## src/rtl/snowball_pkg.sv

```systemverilog
/*
 * Shared cache geometry
 *  - address split into tag, line index and bank select
 *  - bank count and lines per bank
 *  - typedefs for addresses, data words, tags, indices and bank numbers
 */
package snowball_pkg;

  // ------------------------------------------------------------
  // Widths
  // ------------------------------------------------------------
  localparam int ADDR_W    = 32;  // Word address
  localparam int DATA_W    = 32;  // Data word

  // ------------------------------------------------------------
  // Address split: tag | index | bank
  // ------------------------------------------------------------
  localparam int NUM_BANKS = 4;
  localparam int BANK_W    = 2;   // Bits 1..0
  localparam int INDEX_W   = 6;   // Bits 7..2
  localparam int LINES     = 64;  // 2**INDEX_W
  localparam int TAG_W     = 24;  // Bits 31..8

  // ------------------------------------------------------------
  // Types
  // ------------------------------------------------------------
  typedef logic [ADDR_W-1:0]  addr_t;
  typedef logic [DATA_W-1:0]  data_t;
  typedef logic [TAG_W-1:0]   tag_t;
  typedef logic [INDEX_W-1:0] index_t;
  typedef logic [BANK_W-1:0]  bank_sel_t;

endpackage

```

## src/rtl/cache_bank.sv

```systemverilog
/*
 * One direct-mapped cache bank
 *  - tag, valid and data arrays indexed by address bits 7..2
 *  - hit compare with forced-miss override
 *  - FSM for lookup, memory wait and reply
 *  - write-through with allocate, refill on read miss
 */
`timescale 1ns/1ns

module cache_bank
(
  input  logic                CPU_CLK,
  input  logic                RST,
  input  logic                bank_req,
  input  logic                req_we,
  input  logic                req_force_miss,
  input  snowball_pkg::addr_t req_addr,
  input  snowball_pkg::data_t req_wdata,
  output logic                resp_valid,
  output snowball_pkg::data_t resp_data,
  output logic                mem_req,
  output logic                mem_req_we,
  output snowball_pkg::addr_t mem_req_addr,
  output snowball_pkg::data_t mem_req_wdata,
  input  logic                mem_done,
  input  snowball_pkg::data_t fill_data
);

  typedef enum logic [1:0]
  {
    IDLE,
    LOOKUP,
    MEM_WAIT,
    REPLY
  } bank_state_t;

  bank_state_t state;

  // ------------------------------------------------------------
  // Line storage
  // ------------------------------------------------------------
  snowball_pkg::tag_t  tag_mem  [snowball_pkg::LINES];
  snowball_pkg::data_t data_mem [snowball_pkg::LINES];
  logic [snowball_pkg::LINES-1:0] valid_bits;

  snowball_pkg::index_t req_index;
  snowball_pkg::tag_t   req_tag;
  snowball_pkg::data_t  line_wdata;
  logic                 hit;
  logic                 line_fill;

  assign req_index = req_addr[snowball_pkg::BANK_W +: snowball_pkg::INDEX_W];
  assign req_tag   = req_addr[snowball_pkg::BANK_W + snowball_pkg::INDEX_W +: snowball_pkg::TAG_W];

  assign hit = valid_bits[req_index] && (tag_mem[req_index] == req_tag) && !req_force_miss;

  assign line_wdata = req_we ? req_wdata : fill_data;      // Writes allocate the CPU data
  assign line_fill  = (state == MEM_WAIT) && mem_done;

  // ------------------------------------------------------------
  // FSM
  // ------------------------------------------------------------
  always_ff @(posedge CPU_CLK)
  begin
    if (RST)
    begin
      state      <= IDLE;
      valid_bits <= '0;
    end
    else
    begin
      case (state)
        IDLE:
          if (bank_req)
            state <= LOOKUP;
        LOOKUP:
          if (hit && !req_we)
            state <= REPLY;                                 // Read hit
          else
            state <= MEM_WAIT;                              // Miss, forced miss or write
        MEM_WAIT:
          if (mem_done)
          begin
            valid_bits[req_index] <= 1'b1;
            state                 <= REPLY;
          end
        REPLY:
          state <= IDLE;
        default:
          state <= IDLE;
      endcase
    end
  end

  // Arrays and reply data. An older tag at the same index is simply replaced
  always_ff @(posedge CPU_CLK)
  begin
    if (line_fill)
    begin
      tag_mem[req_index]  <= req_tag;
      data_mem[req_index] <= line_wdata;
      resp_data           <= line_wdata;
    end
    else if (state == LOOKUP)
      resp_data <= data_mem[req_index];
  end

  // ------------------------------------------------------------
  // Outputs
  // ------------------------------------------------------------
  assign resp_valid    = (state == REPLY);
  assign mem_req       = (state == MEM_WAIT);              // Held until mem_done
  assign mem_req_we    = req_we;
  assign mem_req_addr  = req_addr;
  assign mem_req_wdata = req_wdata;

  a_req_resp_excl: assert property (@(posedge CPU_CLK) disable iff (RST)
    !(mem_req && resp_valid));

  // The arbiter may only answer a bank that is waiting on memory
  a_done_needs_req: assert property (@(posedge CPU_CLK) disable iff (RST)
    mem_done |-> mem_req);

endmodule

```

## config.mk

```make
export PLATFORM = sky130hd
export DESIGN_NAME = cache_bank
export DESIGN_NICKNAME = d
export VERILOG_FILES = /design/src/rtl/snowball_pkg.sv /design/src/rtl/cache_bank.sv
export SDC_FILE = /design/constraint.sdc
export NUM_CORES = 2
export LEC_CHECK = 0
export BUFFER_PORTS_ARGS = -buffer_cell sky130_fd_sc_hd__buf_2
export CAP_MARGIN = 20
export CORE_MARGIN = 3
export CORE_UTILIZATION = 35
export CTS_CLUSTER_SIZE = 25
export DETAILED_ROUTE_END_ITERATION = 8
export PLACE_DENSITY_LB_ADDON = 0.05
export RECOVER_POWER = 100
export REMOVE_ABC_BUFFERS = 1
export SYNTH_ARGS = -nofsm -noshare
export SYNTH_HDL_FRONTEND = slang
export SYNTH_SLANG_ARGS = --single-unit
```

## constraint.sdc

```tcl
create_clock -name CPU_CLK -period 15.7 [get_ports CPU_CLK]
set_input_delay 1.57 -clock CPU_CLK [delete_from_list [all_inputs] [get_ports CPU_CLK]]
set_output_delay 1.57 -clock CPU_CLK [all_outputs]
set_load 0.005 [all_outputs]
```

==> results.yml <==
cts:
  cts_tree: "yes"
  cts.clk_slew.worst_paths_ns: 0.06
  cts_resized: 0
  cts-root-buf: "clkbuf_16"
  cts_buffers: 410
  postCtsHoldBufs: 0
  cts_buffer_depth: 4
  h-tree-depth: 5
  clk_latency_ns: 0.98
  post-cts-setup-buffers: 0
  clock_sinks: 3682
worst_hold_path:
  min_path_type: "reg -> reg"
worst_setup_path:
  max_stage_delay_ns: 3.00
  critical_path_class: "in -> reg"
  critical_path.top_delay_family: "buffers and inverters"
  slowest_stage: "clkbuf_1"
  r2r-start: "state[0]"
  reg2reg_depth: 9
  crit_required_ns: 16.13
  path_common_cell: "clkbuf_1"
  worstSetupEndpoint: "tag_mem[12][9]"
  crit_chain: "clkbuf_1, nor3b_1, buf_4, clkbuf_1, nand2_1, nor2_1, clkbuf_1"
  cp.depth: 7
  crit_path_start: "req_addr[4]"
  cp_num_buf_inv: 4
  rr_endpoint: "data_mem[19][8]"
  cp-end-kind: "register"
  crit_arrival_ns: 11.84
  setup.worst_path.start_class: "input pin"
  critPathMaxFanout: 39
  r2r_slack_ns: 8.30
floorplan:
  start_util_pct: 35.2
  pin_count: 201
  fp.dieArea_sq_mm: 0.407
  die_h_um: 638
  rows: 231
  core_sq_mm: 0.397
  dieWidth_um: 638
timing:
  worst_slew_pin_slew_ns: 5.31
  finalCritPeriodShare_pct: 72.7
  rsz0062_at_grt: "no"
  clock.fmax_mhz: 87.6
  setup_viol: 0
  relSlewSlack_pct: -254
  tns_ns: 0
  clock_skew_ns: 0.0446
  min_period_ns: 11.41
  slew_violations: 6053
  hold_viol: 0
synth:
  synth_top_area_cell: "edfxtp_1"
  synth_warnings: 0
  synth_top_area_share_pct: 77.7
  synth_cell_types: 85
  netlist_instances: 7434
  ys_seq_area_share_pct: 78.6
  ys_top_cells_by_count: "3616 x edfxtp_1, 477 x a22oi_1, 378 x nor2_1"
  yosysMostFrequentCell: "edfxtp_1"
  synthesis.area_sq_mm: 0.140
  ys_seq_elements: 3682
  synth-edff-count: 3616
  synth_area_leaders: "edfxtp_1 78%, mux4_2 4.8%, a22oi_1 2.6%"
  syn_area_per_cell_sq_um: 18.8
  synth-main-ff-cell: "edfxtp_1"
  async_reset_ff_share_pct: 0
placed_design:
  dp_hpwl_um: 310000
  port_buffers: 196
  dp.cells: 12700
  gp_congestion: 0.791
routing:
  drt-initial-drc-count: 11200
  drc: 0
  via_per_inst: 6.07
  routed_wl_um: 583000
  num_vias: 81700
  routedWlPerCell_um: 43.3
  drtPass1Iterations: 6
  antenna_left: 0
final_layout:
  area_growth_pct: 14.6
  stdcell_count: 13500
  drive_above_1_share_pct: 17.3
  nets: 7984
flow_run:
  cap_violations: 177
power:
  total_leakage_power_nw: 49.9
  peakVddDrop_uv: 88.7
  power.density_mw_per_mm2: 135
global_routing:
  grt_usage_pct: 28.0
  antenna_found_initial: 42
  grt_pass1_wl_um: 766000
  first_global_vias: 78400
  grt_max_degree: 116
  gr-total-overflow: 0
outcome:
  outcome: "finished, violations left"
  violations: "max-capacitance violations, max-slew violations"
==> sequential cells by signal, summed over array words and instances, names as in the netlist <==
| register | flops |
|---|---|
| valid_bits | 64 |
| data_mem | 2048 |
| tag_mem | 1536 |
| resp_data | 32 |
| state | 2 |
==> layer usage <==
metal	part of all wire [%]	vias to the layer above	track usage, %
met2	47	3920	44.9
met1	43	45300	40.2
met4	3.2	8	7.52
met3	6.8	789	3.64
met5	0.0098	-	0
li1	-	31700	-
==> worst register-to-register path, stage by stage (launching register included) <==
cell	delay, ns
dfxtp_1	0.37
clkbuf_1	0.32
inv_1	0.18
ha_1	0.22
and2_1	0.14
buf_4	0.45
nand2_1	0.48
nor2_1	1.56
buf_4	1.07
clkbuf_1	2.10
==> where the power goes <==
part | leakage, nW | total (mW) | switching [mW] | internal (mW)
Clock | 6.31 | 9.40 | 4.05 | 5.35
Combinational | 10.6 | 1.25 | 0.932 | 0.317
Sequential | 33.0 | 10.9 | 0.0210 | 10.9
==> cells by family (layout without fill, tap and decap cells) <==
logic type	count (synthesis)	in the layout	synth area share, %
flops	3682	3682	78.6
compound gates	1637	1637	8.45
simple gates	793	793	2.64
mux	743	743	8.08
buf+inv	554	1341	2.02
xor+xnor	21	21	0.132
fa+ha+maj	4	4	0.0358
other cells	0	12	0
==> stage by stage <==
stage	setup slack (ns)	utilization, %	total power, mW	instance area (sq um)	hold slack (ns)
4_1_cts	9.22	40.7	21.7	161000	0.472
2_1_floorplan	0.101	-	11.6	137000	0.435
6_report	4.29	40.4	21.6	160000	0.472
5_1_grt	4.54	40.4	22.2	160000	0.483
3_3_place_gp	8.16	37.3	12.4	148000	0.444
3_5_place_dp	8.19	37.4	12.4	148000	0.459
==> worst min path at each step <==
stage                        start        endpoint  cells past startpoint
global placement     valid_bits[7]   valid_bits[7]                      2
floorplan           valid_bits[20]  valid_bits[20]                      2
finish               valid_bits[6]   valid_bits[6]                      2
CTS                 valid_bits[36]  valid_bits[36]                      2
detailed placement  valid_bits[27]  valid_bits[27]                      2
global route        valid_bits[37]  valid_bits[37]                      2
==> layout make-up <==
cell class	instances	area (sq um)
Clock buffer	507	10800
Clock inverter	248	2130
Tap cell	5242	6560
Timing Repair Buffer	573	3350
Multi-Input combinational cell	3198	27300
Fill cell	35600	237000
Antenna cell	12	30.0
Sequential cell	3682	110000
Inverter	13	56.3
==> cell usage in the layout (no fill, tap or decap), types with 14 or more instances in the layout <==
master      count
nor2_1        348
o22ai_1        83
nand2_1       177
a211oi_1       42
and4_1         16
o221ai_1       18
nor3_1         23
mux2i_1       315
edfxtp_1     3616
nand4_1        46
buf_2         136
nand3_1        35
clkbuf_1      290
clkinvlp_4     14
mux4_2        295
clkbuf_16     414
a21oi_1       288
buf_4         205
dfxtp_1        66
bufinv_16      28
mux2_2        120
clkinv_1      104
clkinv_2       74
nor2_4         26
o211ai_1       18
a221oi_1      224
a22oi_1       477
a222oi_1       18
a22o_1        128
a31oi_1        84
nor4_1         18
o21ai_0       124
a221o_1        19
(Power assumes the default switching activity.)
