===== config.mk =====
export PLATFORM = sky130hd
export DESIGN_NAME = cache_request_steer
export DESIGN_NICKNAME = d
export VERILOG_FILES = /design/src/rtl/snowball_pkg.sv /design/src/rtl/cache_request_steer.sv
export SDC_FILE = /design/constraint.sdc
export NUM_CORES = 1
export LEC_CHECK = 0
export BUFFER_PORTS_ARGS = -buffer_cell sky130_fd_sc_hd__buf_4
export CAP_MARGIN = 20
export CELL_PAD_IN_SITES_DETAIL_PLACEMENT = 1
export CELL_PAD_IN_SITES_GLOBAL_PLACEMENT = 1
export CORE_ASPECT_RATIO = 0.5
export CORE_MARGIN = 3
export CORE_UTILIZATION = 35
export DETAILED_ROUTE_END_ITERATION = 10
export GPL_TIMING_DRIVEN = 0
export HOLD_SLACK_MARGIN = 0.05
export PLACE_DENSITY = 0.85
export SYNTH_ARGS = -nofsm -noshare
export SYNTH_HDL_FRONTEND = slang
export SYNTH_SLANG_ARGS = --single-unit

===== constraint.sdc =====
create_clock -name CPU_CLK -period 11.9 [get_ports CPU_CLK]
set_input_delay 3.57 -clock CPU_CLK [delete_from_list [all_inputs] [get_ports CPU_CLK]]
set_output_delay 3.57 -clock CPU_CLK [all_outputs]
set_load 0.05 [all_outputs]

===== src/rtl/snowball_pkg.sv =====
/*
 * Shared cache geometry
 *  - address split into tag, line index and bank select
 *  - bank count and lines per bank
 *  - typedefs for addresses, data words, tags, indices and bank numbers
 */
package snowball_pkg;

  // ------------------------------------------------------------
  // Widths
  // ------------------------------------------------------------
  localparam int ADDR_W    = 32;  // Word address
  localparam int DATA_W    = 32;  // Data word

  // ------------------------------------------------------------
  // Address split: tag | index | bank
  // ------------------------------------------------------------
  localparam int NUM_BANKS = 4;
  localparam int BANK_W    = 2;   // Bits 1..0
  localparam int INDEX_W   = 6;   // Bits 7..2
  localparam int LINES     = 64;  // 2**INDEX_W
  localparam int TAG_W     = 24;  // Bits 31..8

  // ------------------------------------------------------------
  // Types
  // ------------------------------------------------------------
  typedef logic [ADDR_W-1:0]  addr_t;
  typedef logic [DATA_W-1:0]  data_t;
  typedef logic [TAG_W-1:0]   tag_t;
  typedef logic [INDEX_W-1:0] index_t;
  typedef logic [BANK_W-1:0]  bank_sel_t;

endpackage


===== src/rtl/cache_request_steer.sv =====
/*
 * CPU request steering
 *  - accepts one request at a time and holds busy until done
 *  - registers the request fields for the banks
 *  - one-cycle one-hot request pulse to the selected bank
 */
`timescale 1ns/1ns

module cache_request_steer
(
  input  logic                               CPU_CLK,
  input  logic                               RST,
  input  logic                               cpu_en,
  input  logic                               cpu_we,
  input  logic                               cpu_force_miss,
  input  snowball_pkg::addr_t                cpu_addr,
  input  snowball_pkg::data_t                cpu_wdata,
  input  logic                               cpu_done,
  output logic                               cpu_busy,
  output logic [snowball_pkg::NUM_BANKS-1:0] bank_req,
  output logic                               req_we,
  output logic                               req_force_miss,
  output snowball_pkg::addr_t                req_addr,
  output snowball_pkg::data_t                req_wdata
);

  logic                    accept;
  snowball_pkg::bank_sel_t bank_sel;

  assign accept   = cpu_en && !cpu_busy;                    // Enable while busy is dropped
  assign bank_sel = cpu_addr[snowball_pkg::BANK_W-1:0];     // Low word bits pick the bank

  // ------------------------------------------------------------
  // Busy flag and bank request pulse
  // ------------------------------------------------------------
  always_ff @(posedge CPU_CLK)
  begin
    if (RST)
    begin
      cpu_busy <= 1'b0;
      bank_req <= '0;
    end
    else
    begin
      bank_req <= '0;                                       // Pulse lasts one cycle
      if (accept)
      begin
        cpu_busy           <= 1'b1;
        bank_req[bank_sel] <= 1'b1;
      end
      else if (cpu_done)
        cpu_busy <= 1'b0;                                   // Free again one cycle after done
    end
  end

  // Request fields stay put until the next acceptance
  always_ff @(posedge CPU_CLK)
  begin
    if (accept)
    begin
      req_we         <= cpu_we;
      req_force_miss <= cpu_force_miss;
      req_addr       <= cpu_addr;
      req_wdata      <= cpu_wdata;
    end
  end

  // ------------------------------------------------------------
  // Checks
  // ------------------------------------------------------------
  a_bank_req_onehot: assert property (@(posedge CPU_CLK) disable iff (RST)
    $onehot0(bank_req));

endmodule


==> out/qor.yml, run 1 <==
status: "complete, no violations"
dp_slack_ps: 6810
maxSlewViolCount: 0
holdPathEnd: "bank_req[0]"
syn_inst: 81
nNetsFinal: 303
crit_family: "simple AND/OR/NAND/NOR gates"
io_pins: 141
grt_max_degree: 35
die_x_um: 117
slowest_delay_ps: 780
postCtsSetupBuffers: 0
critPathRequiredTime_ps: 11910
avgSynthCellArea_um2: 26.5
syn_nets: 151
r2r_start: "cpu_busy"
crit_arrival_ps: 4770
wire_per_inst_um: 23.3
final_cell_mix: "buf_4, edfxtp_1, clkbuf_16, dfxtp_1"
leakagePower_nw: 1.52
drc: 0
start_util_pct: 37.6
top_usage_layer: "met2"
n_antenna_cell: 0
critPathMaxFanout: 34
setup_slack_ps: 7140
finalSetupTns_ps: 0
worstMarginPinSlew_ps: 965
cts-root-buf: "clkbuf_16"
power.density_mw_per_mm2: 181
path_class: "in -> reg"
numCtsBuffers: 9
final_layout_size_suffix_gt1_share_pct: 65.5
worstSkewPairLatency_ps: 320
post-route-min-period_ps: 4760
slew_headroom_pct: 35.5
cts_tree: "done"
syn_to_final_growth_pct: 67.7
hp-start: "cpu_busy"
fill_cells: 527
fp.coreArea_mm2: 0.00571
crit_buf_inv: 2
yosysWarnings: 0
rsz0062_at_grt: "false"
fmax_ghz: 0.210
drt-total-wl_mm: 7.24
core.rowCount: 19
dieHeight_um: 61.4
maxCapViolCount: 0
ctsResizeCount: 0
cts_htree_levels: 3
synth_area_mm2: 0.00214
peakVddDrop_mv: 0.0999
hold_path.class: "reg -> reg"
port_buffers: 140
crit_chain: "buf_4 -> nor2b_4 -> buf_12"
period_share_pct: 40.0
rrSetupSlack_ps: 10090
antenna_left: 0
reg2reg_to: "req_addr[3]"
cp_slowest_cell: "nor2b_4"
seq_area_frac_synth_pct: 97.1
first_global_vias: 1580
grt_use_total_pct: 20.2
clock-sinks: 71
hold_viol_final: 0
path_clk_slew_ps: 50
grt_use_met2_pct: 38.3
setup_viol: 0
mostFrequentLayoutCell: "buf_4"
cts_max_path_buffers: 2
via_count: 1441
met3_usage_pct: 6.87
fin_worst_skew_ps: 5.15
drt-initial-drc-count: 93
crit_path_end_kind: "register"
grt_pass1_wl_mm: 9.85
use_met1_pct: 21.5
antenna_found_initial: 0
viasPerCell: 4.63
dr.pass1.iters: 4
start_kind: "input port"
grt.overflow.total: 0
ctsHoldBuffers: 0
gp_congestion: 0.705
rr_worst_depth: 2
yosys.cell_types.count: 10
synth_seq_cells: 71
die_area_mm2: 0.00716
hold_depth: 1
-- stage by stage --
step	area (um2)	hold WS (ps)	power, mW	utilization [%]	std cells
after floorplan	2140	761	0.356	-	81
after global placement	3290	540	0.396	57.6	294
after detailed placement	3310	616	0.400	58.1	295
after CTS	3600	624	0.658	63.0	311
after global routing	3600	662	0.673	63.0	311
final	3600	619	0.652	63.0	311
-- layer usage --
| layer | up-vias | part of all wire, % |
|---|---|---|
| met4 | 0 | 2.5 |
| met1 | 748 | 36 |
| li1 | 628 | - |
| met5 | - | 0 |
| met3 | 18 | 3.2 |
| met2 | 47 | 58 |
-- state kept, by name (all words and copies together) (netlist names) --
| signal | cells |
|---|---|
| req_force_miss | 1 |
| req_we | 1 |
| bank_req | 4 |
| cpu_busy | 1 |
| req_wdata | 32 |
| req_addr | 32 |
-- layout make-up --
| type | instances | area, um2 | share of cell area (%) |
|---|---|---|---|
| clock inverter | 5 | 48.8 | 1.36 |
| timing repair buffer | 141 | 1070 | 29.8 |
| tap | 73 | 91.3 | 2.54 |
| multi-input combinational | 10 | 70.1 | 1.95 |
| sequential | 71 | 2080 | 57.9 |
| clock buffer | 11 | 233 | 6.47 |
-- logic make-up (layout without fill, tap and decap cells) --
logic type             count (synthesis)  count (layout)  share of synthesized area [%]
AO/OA/AOI/OAI                          1               1                          0.350
buffers and inverters                  0             157                              0
AND/OR/NAND/NOR                        9               9                           2.57
flip-flops                            71              71                           97.1
-- cells in the mapped netlist (all sizes together) --
| library cell | number | area, um2 |
|---|---|---|
| nor2b | 1 | 6.26 |
| nand2b | 1 | 6.26 |
| a211oi | 1 | 7.51 |
| nand3b | 1 | 7.51 |
| or3b | 1 | 8.76 |
| nor2 | 3 | 11.3 |
| nor3 | 2 | 15.0 |
| edfxtp | 66 | 1980 |
| dfxtp | 5 | 100 |
-- worst max path at each step --
| stage | from | cells after the start | slack (ps) | to |
|---|---|---|---|---|
| after floorplan | cpu_en | 1 | 4930 | req_addr[0] |
| after global placement | cpu_en | 2 | 3900 | req_wdata[1] |
| after detailed placement | cpu_en | 3 | 6810 | req_addr[22] |
| after CTS | cpu_en | 3 | 7140 | req_addr[3] |
| after global routing | cpu_en | 3 | 7020 | req_addr[12] |
| final | cpu_en | 3 | 7140 | req_addr[3] |
-- power by group --
| group | leakage, nW | total (mW) | switching [mW] | internal [mW] |
|---|---|---|---|---|
| Combinational | 0.709 | 0.0999 | 0.0672 | 0.0328 |
| Clock | 0.141 | 0.256 | 0.0953 | 0.160 |
| Sequential | 0.672 | 0.297 | 0.00573 | 0.291 |
| Total | 1.52 | 0.652 | 0.168 | 0.484 |
Note: power is estimated with default switching activity, not from simulation.
==> run 2, diff against run 1 <==
- ABC_AREA: unset -> 1
- CORE_UTILIZATION: 35 -> 32
- PLACE_DENSITY: 0.85 -> 0.8
- clock period: 11.9 -> 4.5 ns (I/O delays scaled with it)
==> run 2 against run 1 <==
  * Critical path depth increased by 1
  * Critical path type unchanged
  * Register-to-register slack worse by 7300 ps
  * Non-clock buffer count unchanged
  * Design area up 3.1%
  * Total power rose to 2.9 times the previous value
==> out/qor.yml, run 2 <==
slowest_delay_ps: 660  # -120 ps
ctsHoldBuffers: 0  # unchanged
yosysTopAreaCell: "edfxtp_1"
synth_compound_area_share_pct: 0  # -0.35 points
ctsResizeCount: 0  # unchanged
setup_viol: 0  # unchanged
die_area_mm2: 0.00782  # +9.2%
synth-adder-area-share_pct: 0  # unchanged
dpl_cell_area_mm2: 0.00334  # +0.91%
yosysWarnings: 0  # unchanged
power.density_mw_per_mm2: 519  # +190%
status: "complete, no violations"
synth_seq_cells: 71  # unchanged
fin_worst_skew_ps: 5.22  # +0.0752 ps
hold_path.class: "reg -> reg"
async_flop_share_pct: 0  # unchanged
antenna_left: 0  # unchanged
maxCapViolCount: 0  # unchanged
start_kind: "input port"
peakVddDrop_mv: 0.196  # +96%
crit_arrival_ps: 2500  # -2270 ps
grt_use_total_pct: 18.6  # -1.6 points
final_layout_size_suffix_gt1_share_pct: 64.9  # -0.65 points
switching_power_mw: 0.462  # +170%
synthMuxAreaShare_pct: 0  # unchanged
viasPerCell: 4.23  # -8.8%
avgSynthCellArea_um2: 24.5  # -7.5%
slew_headroom_pct: 41.6  # +6.0 points
core.rowCount: 20  # +1
yosys.area_share.simple_pct: 2.55  # -0.013 points
synth_area_mm2: 0.00216  # +0.53%
yosys.cell_types.count: 8  # -2
first_global_vias: 1573  # -0.44%
n_antenna_cell: 0  # unchanged
fmax_ghz: 0.401
cp_slowest_cell: "nor2_4"
finalSetupTns_ps: 0  # unchanged
critPathRequiredTime_ps: 4510  # -7400 ps
antenna_found_initial: 0  # unchanged
worstSkewPairLatency_ps: 320  # about the same
period_share_pct: 55.4
rsz0062_at_grt: "false"
ys_top_cells_by_area: "edfxtp_1, dfxtp_1, nand2_1"
drt-total-wl_mm: 7.06  # -2.5%
path_class: "in -> reg"
cts_tree: "done"
critPathMaxFanout: 37  # +8.8%
io_pins: 141  # unchanged
wire_per_inst_um: 21.2  # -8.9%
synth_edf_count: 66  # unchanged
synth_top_flop_cell: "edfxtp_1"
power_frac_clock_pct: 44.8  # +5.6 points
synth_top_family_by_area: "simple AND/OR/NAND/NOR gates"
grt_pass1_wl_mm: 10.2  # +3.2%
switching_share_pct: 24.0  # -1.7 points
multiInputGateArea_um2: 62.6  # -11%
synth_common_cells: "edfxtp_1, dfxtp_1, nand2_1, nor2_1, inv_1"
p_seq_share_pct: 40.9  # -4.6 points
syn_nets: 158  # +4.6%
largestRegisters: "req_addr: 32 flops, req_wdata: 32 flops, bank_req: 4 flops"
path_clk_slew_ps: 60  # about the same
p_comb_share_pct: 14.3  # -1.0 points
final_cell_mix: "buf_4, edfxtp_1, clkbuf_16, nand2_1, dfxtp_1"
utilization_pct: 59.0  # -4.0 points
worstMarginPinSlew_ps: 875  # -90.4 ps
via_count: 1407  # -2.4%
cts_max_path_buffers: 2  # unchanged
fin_total_pwr_mw: 1.92  # +190%
clock-sinks: 71  # unchanged
leakagePower_nw: 1.58  # +4.0%
start_util_pct: 34.3  # -3.3 points
syn_to_final_growth_pct: 71.9
die_x_um: 122  # +4.6%
cts_htree_levels: 3  # unchanged
dr.pass1.iters: 4  # unchanged
gp_congestion: 0.676  # -4.2%
yosysMostFrequentCell: "edfxtp_1"
grt_max_degree: 38  # +8.6%
maxSlewViolCount: 0  # unchanged
postCtsSetupBuffers: 0  # unchanged
mostFrequentLayoutCell: "buf_4"
grt.overflow.total: 0  # unchanged
hold_viol_final: 0  # unchanged
cts-root-buf: "clkbuf_16"
seq_area_mm2: 0.00208  # unchanged
syn_inst: 88  # +8.6%
drc: 0  # unchanged
dieHeight_um: 64.0  # +4.4%
crit_path_end_kind: "register"
fill_cells: 596  # +13%
p_int_mw: 1.46  # +200%
numCtsBuffers: 9  # unchanged
seq_area_frac_synth_pct: 96.6  # -0.51 points
synth_top_area_share_pct: 91.9  # -0.48 points
synth_xor_area_share_pct: 0  # unchanged
drt-initial-drc-count: 72  # -23%
fp.coreArea_mm2: 0.00628  # +10%
nNetsFinal: 310  # +2.3%
postLayoutCellArea_mm2: 0.00371  # +3.1%
port_buffers: 140  # unchanged
post-route-min-period_ps: 2490
crit_chain: "buf_4 -> inv_1 -> nor2_4 -> buf_12"
-- run 2: logic make-up after synthesis --
group,Yosys count
buf+inv,5
flops,71
simple gates,12
-- run 2: power by group through the flow --
| stage | Sequential (mW) | Clock, mW | Combinational, mW |
|---|---|---|---|
| floorplan | 0.934 | 0 | 0.0168 |
| global placement | 0.797 | 0 | 0.263 |
| detailed placement | 0.798 | 0 | 0.274 |
| CTS | 0.786 | 0.875 | 0.278 |
| global route | 0.789 | 0.905 | 0.285 |
| finish | 0.786 | 0.861 | 0.275 |
-- run 2: worst max-delay path, delay by kind of cell --
kind / cells / cell delay (ps)
AND/OR/NAND/NOR: 1 / 660
buffers and inverters: 3 / 470
-- run 2: layer usage --
metal  vias up  GRT usage [%]  wire [um]
li1        638              -          -
met1       725           18.7       2440
met2        30           36.7       4270
met3        14           4.95        192
met4         0           6.69        159
met5         -              0          0
-- run 2: metrics by stage --
step           cells  hold WS [ps]  setup slack [ps]
3_5_place_dp     317           547              1660
6_report         333           562              2010
4_1_cts          333           561              1990
5_1_grt          333           590              1910
2_1_floorplan     88           736               993
3_3_place_gp     316           506               389
-- run 2: path summary, 6_finish.rpt --
check             slack [ps]  cells past startpoint     endpoint      from
hold reg to reg          560                      2     cpu_busy  cpu_busy
setup / recovery        2010                      4  req_addr[8]    cpu_en
setup reg to reg        2770                      2  req_addr[8]  cpu_busy
hold / removal           560                      2     cpu_busy  cpu_busy
-- run 2: cell type report --
cell class / instances / area share (%)
multi-input cells: 12 / 1.69
repair buffers: 141 / 28.9
clock inverters: 5 / 3.48
inverters: 5 / 0.506
clock buffers: 11 / 6.28
flip-flops and latches: 71 / 56.2
well taps: 88 / 2.97
