===== config.mk =====
export PLATFORM = sky130hd
export DESIGN_NAME = cache_refill_arbiter
export DESIGN_NICKNAME = d
export VERILOG_FILES = /design/src/rtl/snowball_pkg.sv /design/src/rtl/cache_refill_arbiter.sv
export SDC_FILE = /design/constraint.sdc
export NUM_CORES = 1
export LEC_CHECK = 0
export BUFFER_PORTS_ARGS = -buffer_cell sky130_fd_sc_hd__buf_2
export CORE_AREA = 5 5 220 222
export CTS_CLUSTER_SIZE = 25
export DETAILED_ROUTE_END_ITERATION = 8
export DIE_AREA = 0 0 225 227
export PLACE_DENSITY = 0.41
export REMOVE_ABC_BUFFERS = 1
export SETUP_SLACK_MARGIN = 0.15
export SLEW_MARGIN = 20
export SYNTH_ARGS = -nofsm -noshare
export SYNTH_HDL_FRONTEND = slang
export SYNTH_SLANG_ARGS = --single-unit

===== constraint.sdc =====
create_clock -name CPU_CLK -period 10.81 [get_ports CPU_CLK]
set_clock_uncertainty 0.2 [all_clocks]
set_input_delay 0.5405 -clock CPU_CLK [delete_from_list [all_inputs] [get_ports CPU_CLK]]
set_output_delay 0.5405 -clock CPU_CLK [all_outputs]
set_load 0.005 [all_outputs]

===== src/rtl/snowball_pkg.sv =====
/*
 * Shared cache geometry
 *  - address split into tag, line index and bank select
 *  - bank count and lines per bank
 *  - typedefs for addresses, data words, tags, indices and bank numbers
 */
package snowball_pkg;

  // ------------------------------------------------------------
  // Widths
  // ------------------------------------------------------------
  localparam int ADDR_W    = 32;  // Word address
  localparam int DATA_W    = 32;  // Data word

  // ------------------------------------------------------------
  // Address split: tag | index | bank
  // ------------------------------------------------------------
  localparam int NUM_BANKS = 4;
  localparam int BANK_W    = 2;   // Bits 1..0
  localparam int INDEX_W   = 6;   // Bits 7..2
  localparam int LINES     = 64;  // 2**INDEX_W
  localparam int TAG_W     = 24;  // Bits 31..8

  // ------------------------------------------------------------
  // Types
  // ------------------------------------------------------------
  typedef logic [ADDR_W-1:0]  addr_t;
  typedef logic [DATA_W-1:0]  data_t;
  typedef logic [TAG_W-1:0]   tag_t;
  typedef logic [INDEX_W-1:0] index_t;
  typedef logic [BANK_W-1:0]  bank_sel_t;

endpackage


===== src/rtl/cache_refill_arbiter.sv =====
/*
 * Refill arbiter
 *  - round-robin grant of bank requests to the memory port
 *  - memory handshake, request held until the ack pulse
 *  - mem_done pulse and fill data back to the granted bank
 *  - merge of bank responses into the CPU read data and done
 */
`timescale 1ns/1ns

module cache_refill_arbiter
(
  input  logic                                              CPU_CLK,
  input  logic                                              RST,
  input  logic [snowball_pkg::NUM_BANKS-1:0]                mem_req,
  input  logic [snowball_pkg::NUM_BANKS-1:0]                mem_req_we,
  input  snowball_pkg::addr_t [snowball_pkg::NUM_BANKS-1:0] mem_req_addr,
  input  snowball_pkg::data_t [snowball_pkg::NUM_BANKS-1:0] mem_req_wdata,
  input  logic [snowball_pkg::NUM_BANKS-1:0]                resp_valid,
  input  snowball_pkg::data_t [snowball_pkg::NUM_BANKS-1:0] resp_data,
  output logic [snowball_pkg::NUM_BANKS-1:0]                mem_done,
  output snowball_pkg::data_t                               fill_data,
  output snowball_pkg::data_t                               cpu_rdata,
  output logic                                              cpu_done,
  output logic                                              mem_do_act,
  output logic                                              mem_we,
  output snowball_pkg::addr_t                               mem_addr,
  output snowball_pkg::data_t                               mem_wdata,
  input  logic                                              mem_ack,
  input  snowball_pkg::data_t                               mem_rdata
);

  logic                    port_busy;   // From grant until mem_done has been sent
  logic                    start;
  snowball_pkg::bank_sel_t rr_ptr;
  snowball_pkg::bank_sel_t grant;
  snowball_pkg::bank_sel_t next_grant;

  // ------------------------------------------------------------
  // Round-robin pick, search starts at rr_ptr
  // ------------------------------------------------------------
  always_comb
  begin
    next_grant = rr_ptr;
    for (int i = snowball_pkg::NUM_BANKS - 1; i >= 0; i--)
    begin
      if (mem_req[snowball_pkg::bank_sel_t'(rr_ptr + i)])
        next_grant = snowball_pkg::bank_sel_t'(rr_ptr + i);  // Lowest offset wins
    end
  end

  assign start = !port_busy && (|mem_req);

  // ------------------------------------------------------------
  // Memory handshake
  // ------------------------------------------------------------
  always_ff @(posedge CPU_CLK)
  begin
    if (RST)
    begin
      port_busy  <= 1'b0;
      mem_do_act <= 1'b0;
      mem_done   <= '0;
      rr_ptr     <= '0;
    end
    else
    begin
      mem_done <= '0;
      if (start)
      begin
        port_busy  <= 1'b1;
        mem_do_act <= 1'b1;
        rr_ptr     <= snowball_pkg::bank_sel_t'(next_grant + 1'b1);
      end
      if (mem_do_act && mem_ack)
      begin
        mem_do_act      <= 1'b0;                            // Falls on the edge after ack
        mem_done[grant] <= 1'b1;
      end
      if (|mem_done)
        port_busy <= 1'b0;                                  // Bank has dropped mem_req by now
    end
  end

  // Address and data are frozen for the whole transaction
  always_ff @(posedge CPU_CLK)
  begin
    if (start)
    begin
      grant     <= next_grant;
      mem_we    <= mem_req_we[next_grant];
      mem_addr  <= mem_req_addr[next_grant];
      mem_wdata <= mem_req_wdata[next_grant];
    end
    if (mem_do_act && mem_ack)
      fill_data <= mem_rdata;
  end

  // ------------------------------------------------------------
  // CPU response merge
  // ------------------------------------------------------------
  always_comb
  begin
    cpu_rdata = '0;
    for (int i = 0; i < snowball_pkg::NUM_BANKS; i++)
    begin
      if (resp_valid[i])
        cpu_rdata = resp_data[i];
    end
  end

  assign cpu_done = |resp_valid;

  a_ack_in_txn: assert property (@(posedge CPU_CLK) disable iff (RST)
    mem_ack |-> mem_do_act);

  a_done_onehot: assert property (@(posedge CPU_CLK) disable iff (RST)
    $onehot0(mem_done));

endmodule


==> results of run 1 <==
-- per-stage QoR --
stage               power (mW)  cell area, sq um
finish                    1.33              9840
global route              1.43              9830
CTS                       1.37              9820
detailed placement       0.994              9510
global placement         0.989              9510
floorplan                0.757              5830
-- metal layers --
| metal | part of all wire | wire length, um |
|---|---|---|
| met5 | 0.0029 | 103 |
| met4 | 0.036 | 1280 |
| met3 | 0.097 | 3480 |
| met2 | 0.52 | 18500 |
| met1 | 0.35 | 12400 |
-- power breakdown --
part           switching, mW  internal [mW]
registers             0.0169          0.529
logic                  0.250          0.176
clock network          0.173          0.190
-- final cells by class --
type / instances / area (sq um)
Fill cell: 5157 / 36300
Sequential cell: 107 / 3130
Timing Repair Buffer: 574 / 2910
Multi-Input combinational cell: 519 / 2690
Tap cell: 607 / 759
Clock buffer: 11 / 243
Clock inverter: 5 / 65.1
Inverter: 4 / 17.5
Antenna cell: 7 / 17.5
-- kinds of logic (layout without fill, tap and decap cells) --
| kind of cell | after synthesis | in the layout | share of synthesized area |
|---|---|---|---|
| buf+inv | 67 | 594 | 0.0608 |
| other cells | 0 | 7 | 0 |
| simple gates | 283 | 283 | 0.182 |
| compound gates | 235 | 235 | 0.250 |
| flops | 107 | 107 | 0.506 |
| xor+xnor | 1 | 1 | 0.00141 |
-- cell usage in the layout (no fill, tap or decap), types with 3 or more instances in the layout --
| master | n |
|---|---|
| nor2b_1 | 3 |
| clkbuf_16 | 9 |
| diode_2 | 7 |
| a32oi_1 | 65 |
| edfxtp_1 | 99 |
| inv_6 | 3 |
| buf_2 | 565 |
| a21oi_1 | 99 |
| nand2_1 | 230 |
| dfxtp_1 | 8 |
| inv_1 | 3 |
| o21ai_0 | 32 |
| a22oi_1 | 31 |
| nor2_1 | 35 |
| buf_4 | 8 |
-- flip-flops by register name (all words and copies together) (netlist names) --
| register | flops |
|---|---|
| mem_wdata | 32 |
| port_busy | 1 |
| mem_addr | 32 |
| grant | 2 |
| mem_done | 4 |
| rr_ptr | 2 |
| fill_data | 32 |
| mem_do_act | 1 |
| mem_we | 1 |
-- final timing paths --
check | startpoint | endpoint | slack, ns | cells past startpoint
max reg2reg | rr_ptr[0] | mem_addr[5] | 7.46 | 8
min | mem_rdata[4] | fill_data[4] | 0.13 | 1
min reg2reg | mem_done[3] | port_busy | 0.22 | 1
max | rr_ptr[0] | mem_addr[5] | 7.46 | 8
==> summary.md, run 1 <==
| Metric | Value |
|---|---|
| Vias in the first global route | approximately 8,000 |
| Relative slew slack | 0.349 |
| Initial antenna violation count | 19 |
| GPL Wtd Cong | 0.829 |
| Rows | slightly below 80 |
| Post-layout util | 0.213 |
| Post-synth cell types | 34 |
| GRT busiest layer | met2 |
| Placed cells | 1,811 |
| Top_reg_cell synth | edfxtp_1 |
| Area fraction of the dominant cell type after synthesis | 0.480 |
| Largest net degree at the start of global routing | roughly 130 |
| Drt first-iter violations | 303 |
| Status | completed |
| Mapped Cells | 693 |
| Required @ worst endpoint | 10.81 ns |
| PwrDens | about 140 nW/um^2 |
| Die Area | 51,100 sq um |
| Synth top area cells | edfxtp_1 48%, nand2_1 14%, a32oi_1 9.2% |
| Number of max-cap violations | 0 |
| Wire length of the first global-routing pass | 49,300 um |
| Final hold violation count | 0 |
| CTS buffer count | 9 |
| Ys async rst share | 0 |
| Fin crit share | 0.310 |
| Clk_lat worst skew | 0.38 ns |
| Synth warn | 0 |
| Hold-fix buffers, CTS | 0 |
| Max rail drop VDD | 0.000117 V |
| Vias per cell | 4.12 |
| Post-DR wirelength/cell | 19.5 um |
| Layout cells sized above 1 | 0.491 |
| Final setup violation count | 0 |
| Height of the die | 227 um |
| Final min period | between 3 and 4 ns |
| Core footprint | about 46,000 sq um |
| Netlist Area Pre-Place | 6190 sq um |
| Leak | 4.48 nW |
| Mean Syn Cell Area | ~9 sq um |
| Buffers & Inverters on Critical Path | 3 |
| Die width | roughly 230 um |
| Cell with the most instances after synthesis | nand2_1 |
| Commonest cells post-synth | 230 x nand2_1, 99 x a21oi_1, 99 x edfxtp_1 |
| Met2 Resource Use GR | 0.235 |
| RSZ-0062 raised after global routing | no |
| Port bufs | ~570 |
| CTS H-tree lvls | 3 |
| Final Worst Setup Slack | 7.46 ns |
| Clk sinks | 107 |
| DR DRC count | 0 |
| Hold Crit Class | in -> reg |
| Net count, final | around 1,600 |
| CP Max Fanout | 131 |
| Worst slew pin tran | approximately 0.97 ns |
| Critical Path AT | 3.35 ns |
| Layout Cells excl Fill | 1,834 |
| Hold Slack | 0.133 ns |
| Area delta synth->final | 58.8% |
| Setup crit start kind | flip-flop |
| Final ANT Viol Nets | 0 |
| Via Count | 7,565 |
| Register area share after synthesis | 0.506 |
| Max-slew violations | 0 |
| Crit-path max cell delay | 0.69 ns |
| Synth area leader | edfxtp_1 |
| Crit path cell chain | nor2b_1, nor3b_2, o21ai_4, buf_12, inv_4, buf_4, a21oi_1, a32oi_1 |
| # IOs | 566 |
| CTS tree | yes |
| EDFF count, synth | 99 |
| Met3 usage | 0.0472 |
| # Post-CTS Setup Buffers | 0 |
| Hpwl dp | slightly below 30,000 um |
| Drt first pass iters | 4 |
| Grt met1 use | 0.133 |
| Seq cells post-synth | 107 |
| GR Overflow Total | 0 |
| Detailed Route WL | 35,700 um |
| Classification of the worst setup path | reg -> reg |
| Post-CTS Resized | 0 |
| Clock root cell | clkbuf_16 |
| Peak Freq | around 300 MHz |
| GRT Util Overall | 0.131 |
| Family with the most delay on the worst path | buffers and inverters |
| Max clock buf depth | 2 |
| CTS clk-pin slew, worst paths | about 0.09 ns |
| Crit. End Element | flip-flop |
| Post-Place Worst Slack | 7.09 ns |
| Critical Path Slowest Stage Cell | buf_4 |
| Initial Util | 0.134 |
| Final setup TNS | 0 ns |
No activity file was read; power rests on OpenSTA's default activity.
==> run 2, diff against run 1 <==
Clock period 10.81 ns to 3.4 ns, I/O delays scaled along.
==> summary.md, run 2 (synthesized netlist as in run 1, its figures left out) <==
| Metric | Value |
|---|---|
| Status | completed |
| Post-CTS Resized | 0 |
| Drt first-iter violations | between 200 and 300 |
| Design area | 11,600 sq um |
| CTS clk-pin slew, worst paths | 0.08 ns |
| CTS tree | yes |
| Hpwl dp | 30,200 um |
| Buffers & Inverters on Critical Path | 3 |
| Final setup violation count | 0 |
| GR Overflow Total | 0 |
| Net count, final | 1,818 |
| Drt first pass iters | 4 |
| Max-slew violations | 0 |
| Final ANT Viol Nets | 0 |
| Clock root cell | clkbuf_16 |
| Clk sinks | 107 |
| RSZ-0062 raised after global routing | no |
| Via Count | approximately 8,300 |
| GPL Wtd Cong | 0.834 |
| Detailed Route WL | about 38,000 um |
| Crit path cell chain | or3_1, o21ai_1, o31ai_4, buf_4, buf_12, a32oi_1, dlygate4sd3_1 |
| Hold depth | 3 |
| Hold Slack | 0.0967 ns |
| DR DRC count | 0 |
| Setup crit start kind | flip-flop |
| Dpl cell area | between 9000 and 10,000 sq um |
| Classification of the worst setup path | reg -> reg |
| # fillers | 5,155 |
| Initial antenna violation count | 24 |
| Die width | between 200 and 250 um |
| Crit. End Element | flip-flop |
| CTS H-tree lvls | 3 |
| Clk_lat worst skew | 0.38 ns |
| Worst slew pin tran | 0.975 ns |
| Layout cells sized above 1 | 0.435 |
| Crit-path max cell delay | 0.59 ns |
| Critical Path AT | 2.85 ns |
| Worst r2r src | rr_ptr[1] |
| Met2 Resource Use GR | 0.260 |
| Wire length of the first global-routing pass | 52,800 um |
| CTS buffer count | 9 |
| CP Max Fanout | 55 |
| Met3 usage | 0.0440 |
| Core footprint | around 46,000 sq um |
| HP Start | mem_req[2] |
| Vias in the first global route | 8,690 |
| FF-to-FF End | mem_wdata[5] |
| Post-DR wirelength/cell | 19.0 um |
| Largest net degree at the start of global routing | between 80 and 90 |
| Commonest cells after routing, fill and taps aside | 565 x buf_2, 230 x nand2_1, 164 x dlygate4sd3_1, 99 x a21oi_1, 99 x edfxtp_1 |
| GRT Util Overall | 0.139 |
| Biggest regs | fill_data x32, mem_addr x32, mem_wdata x32 |
| Hold EP | port_busy |
| Family with the most delay on the worst path | buffers and inverters |
| Final hold violation count | 0 |
| Critical Path Slowest Stage Cell | dlygate4sd3_1 |
| PwrDens | between 300 and 400 nW/um^2 |
| Number of max-cap violations | 0 |
| Rows | 79 |
| Port bufs | 565 |
| Leak | between 5 and 6 nW |
| Final setup TNS | 0 ns |
| Area delta synth->final | 86.8% |
| Fin crit share | 0.856 |
| Final min period | 2.91 ns |
| Grt met1 use | 0.136 |
| Reg-to-reg setup timing slack | 0.49 ns |
| Most common cell after layout, fill and taps aside | buf_2 |
| Reg2Reg Depth | 7 |
| Initial Util | 0.134 |
| Max clock buf depth | 2 |
| Height of the die | 227 um |
| # IOs | 566 |
| Peak Freq | 343 MHz |
| Die Area | 51,100 sq um |
| Required @ worst endpoint | between 3 and 4 ns |
| Hold Crit Class | in -> reg |
| Max rail drop VDD | 0.000244 V |
| Vias per cell | between 4 and 5 |
| Relative slew slack | 0.350 |
| Cell count along the critical path | 7 |
| GRT busiest layer | met2 |
run 2: worst register-to-register path, delay by kind of cell, from the launching register on:
| family | cells | cell delay [ns] |
|---|---|---|
| DFF | 1 | 0.42 |
| AOI/OAI and AO/OA | 3 | 0.78 |
| and+or+nand+nor | 1 | 0.14 |
| buffers and inverters | 3 | 1.14 |
run 2: worst max-delay path by stage:
stage	from	endpoint	slack (ns)
after floorplan	port_busy	grant[0]	-0.59
after global placement	rr_ptr[1]	mem_wdata[5]	1.02
after detailed placement	rr_ptr[0]	mem_wdata[5]	0.97
after CTS	rr_ptr[1]	mem_wdata[5]	0.44
after global routing	rr_ptr[1]	mem_wdata[5]	0.30
final	rr_ptr[1]	mem_wdata[5]	0.49
run 2: power breakdown:
part,internal [mW],leakage (nW),switching (mW)
Combinational,0.918,4.06,0.895
Sequential,1.68,1.01,0.0539
Clock,0.502,0.126,0.564
run 2: per-layer routing:
metal | vias to the layer above | share of wire
met2 | 428 | 0.52
li1 | 3944 | -
met4 | 18 | 0.040
met1 | 3851 | 0.35
met5 | - | 0.0030
met3 | 81 | 0.088
run 2: metrics by stage:
stage | worst slack [ns] | util | instances | total power [mW]
floorplan | -0.588 | - | 630 | 2.41
CTS | 0.441 | 0.250 | 1998 | 4.72
detailed placement | 0.970 | 0.208 | 1818 | 3.23
global route | 0.304 | 0.250 | 2004 | 4.93
global placement | 1.02 | 0.208 | 1818 | 3.21
finish | 0.489 | 0.251 | 2008 | 4.62
run 2: what timing repair did:
item                                    4_1_cts  5_1_grt
endpoints found under the setup margin        0        0
hold buffers                                164        0
hold endpoints to repair                    105        0
buffers inserted                              0        0
run 2: final cells by class:
cell class / count / area [sq um] / area share
antenna: 9 / 22.5 / 0.00195
multi-input combinational: 519 / 2690 / 0.233
inverter: 4 / 17.5 / 0.00151
sequential: 107 / 3130 / 0.271
clock inverter: 5 / 37.5 / 0.00324
timing repair buffer: 746 / 4670 / 0.404
tap: 607 / 759 / 0.0656
clock buffer: 11 / 233 / 0.0201
==> run 3, diff against run 2 <==
--- a/constraint.sdc
+++ b/constraint.sdc
@@ -4,2 +4,2 @@
 set_output_delay 0.17 -clock CPU_CLK [all_outputs]
-set_load 0.005 [all_outputs]
+set_load 0.01 [all_outputs]
==> summary.md, run 3 (synthesized netlist as in run 1, its figures left out) <==
| Metric | Value |
|---|---|
| Clk sinks | 107 |
| Vias in the first global route | 8,603 |
| Metal3 WL | 3450 um |
| Classification of the worst setup path | reg -> reg |
| Final ANT Viol Nets | 0 |
| Relative slew slack | 0.440 |
| CP Max Fanout | 59 |
| CTS buffer count | 9 |
| Critical Path AT | 2.95 ns |
| Worst slew pin tran | 0.840 ns |
| Crit. End Element | flip-flop |
| Area delta synth->final | 86.6% |
| Peak Freq | 344 MHz |
| Clk_lat worst skew | 0.39 ns |
| Clock root cell | clkbuf_16 |
| Wire length of the first global-routing pass | a little over 50,000 um |
| CTS tree | yes |
| Final setup violation count | 0 |
| Port bufs | about 570 |
| GRT Util Overall | 0.136 |
| GPL Wtd Cong | 0.844 |
| Die Area | 51,100 sq um |
| RSZ-0062 raised after global routing | no |
| Biggest regs | fill_data x32, mem_addr x32, mem_wdata x32 |
| Drt first-iter violations | 350 |
| Rows | a little under 80 |
| Reg-to-reg setup timing slack | ~0.50 ns |
| # IOs | 566 |
| Hold Crit Class | in -> reg |
| Setup crit start kind | flip-flop |
| Dpl cell area | 9600 sq um |
| Design area | 11,600 sq um |
| Most common cell after layout, fill and taps aside | buf_2 |
| WL met2 | 18,900 um |
| CTS H-tree lvls | 3 |
| Layout cells sized above 1 | 0.435 |
| Vias per cell | a little over 4 |
| # fillers | 5,114 |
| PwrDens | 403 nW/um^2 |
| GR Overflow Total | 0 |
| Fin crit share | 0.854 |
| Final hold violation count | 0 |
| Status | completed |
| Max clock buf depth | 2 |
| Die width | 225 um |
| Commonest cells after routing, fill and taps aside | 565 x buf_2, 230 x nand2_1, 164 x dlygate4sd3_1, 99 x a21oi_1, 99 x edfxtp_1 |
| Max rail drop VDD | approximately 0.00023 V |
| Via Count | slightly above 8,000 |
| Drt first pass iters | 5 |
| CTS clk-pin slew, worst paths | about 0.08 ns |
| WL met1 | 13,100 um |
| Detailed Route WL | 37,500 um |
| Required @ worst endpoint | 3.45 ns |
| Largest net degree at the start of global routing | between 80 and 90 |
| Post-DR wirelength/cell | 18.7 um |
| Leak | slightly above 5 nW |
| Final Worst Setup Slack | between 0.4 and 0.5 ns |
| Number of max-cap violations | 0 |
| Net count, final | 1,816 |
| # Post-CTS Setup Buffers | 0 |
| Initial antenna violation count | 24 |
| Final min period | 2.90 ns |
| Hold Slack | 0.105 ns |
| Max-slew violations | 0 |
| Post-Place Worst Slack | approximately 1.0 ns |
| Height of the die | 227 um |
| Total power | 4.66 mW |
| Hpwl dp | ~30,000 um |
| DR DRC count | 0 |
| Highest metal used | met5 |
| Core footprint | approximately 46,000 sq um |
| Initial Util | 0.134 |
run 3: cell count changes in the layout (fill, tap and decap cells not counted), sizes merged:
| cell | delta |
|---|---|
| inv | +2 |
| buf | -2 |
| diode | -1 |
| clkinv | -1 |
| clkinvlp | -1 |
run 3: layout make-up:
class,instances,area [sq um],area share
clock inverters,5,42.5,0.00368
flip-flops and latches,107,3130,0.271
well taps,607,759,0.0657
inverters,4,17.5,0.00152
clock buffers,11,233,0.0201
multi-input cells,519,2690,0.233
diodes,8,20.0,0.00173
repair buffers,744,4660,0.403
run 3: timing repair:
action	4_1_cts	5_1_grt
gates resized for setup	0	0
hold buffers	164	0
endpoints found under the hold margin	105	0
run 3: layer usage:
| metal | global-route usage | up-vias |
|---|---|---|
| met4 | 0.0733 | 16 |
| met5 | 0 | - |
| met2 | 0.250 | 449 |
| li1 | - | 3949 |
| met3 | 0.0462 | 83 |
| met1 | 0.136 | 3759 |
run 3: where the power goes:
group | total, mW | switching, mW | internal (mW)
combinational | 1.87 | 0.956 | 0.913
sequential | 1.73 | 0.0522 | 1.68
clock | 1.06 | 0.547 | 0.508
run 3: critical path: stages (launching register included):
cell           delay, ns
dfxtp_1             0.40
nor2b_1             0.09
nor3b_2             0.28
o21ai_4             0.11
inv_4               0.41
buf_12              0.32
nand2_1             0.11
a32oi_1             0.20
dlygate4sd3_1       0.57
run 3: worst paths after layout:
check / startpoint / endpoint / cells past startpoint
worst min-delay path: mem_req[2] / port_busy / 3
worst max-delay path: rr_ptr[0] / mem_wdata[7] / 8
worst min register to register: mem_done[3] / port_busy / 1
worst max register to register: rr_ptr[0] / mem_wdata[7] / 8
run 3: metrics by stage:
| stage | TNS, ns | utilization | instances |
|---|---|---|---|
| after floorplan | -78.37 | - | 630 |
| after global placement | 0 | 0.208 | 1816 |
| after detailed placement | 0 | 0.208 | 1816 |
| after CTS | 0 | 0.249 | 1996 |
| after global routing | 0 | 0.250 | 2004 |
| final | 0 | 0.250 | 2005 |
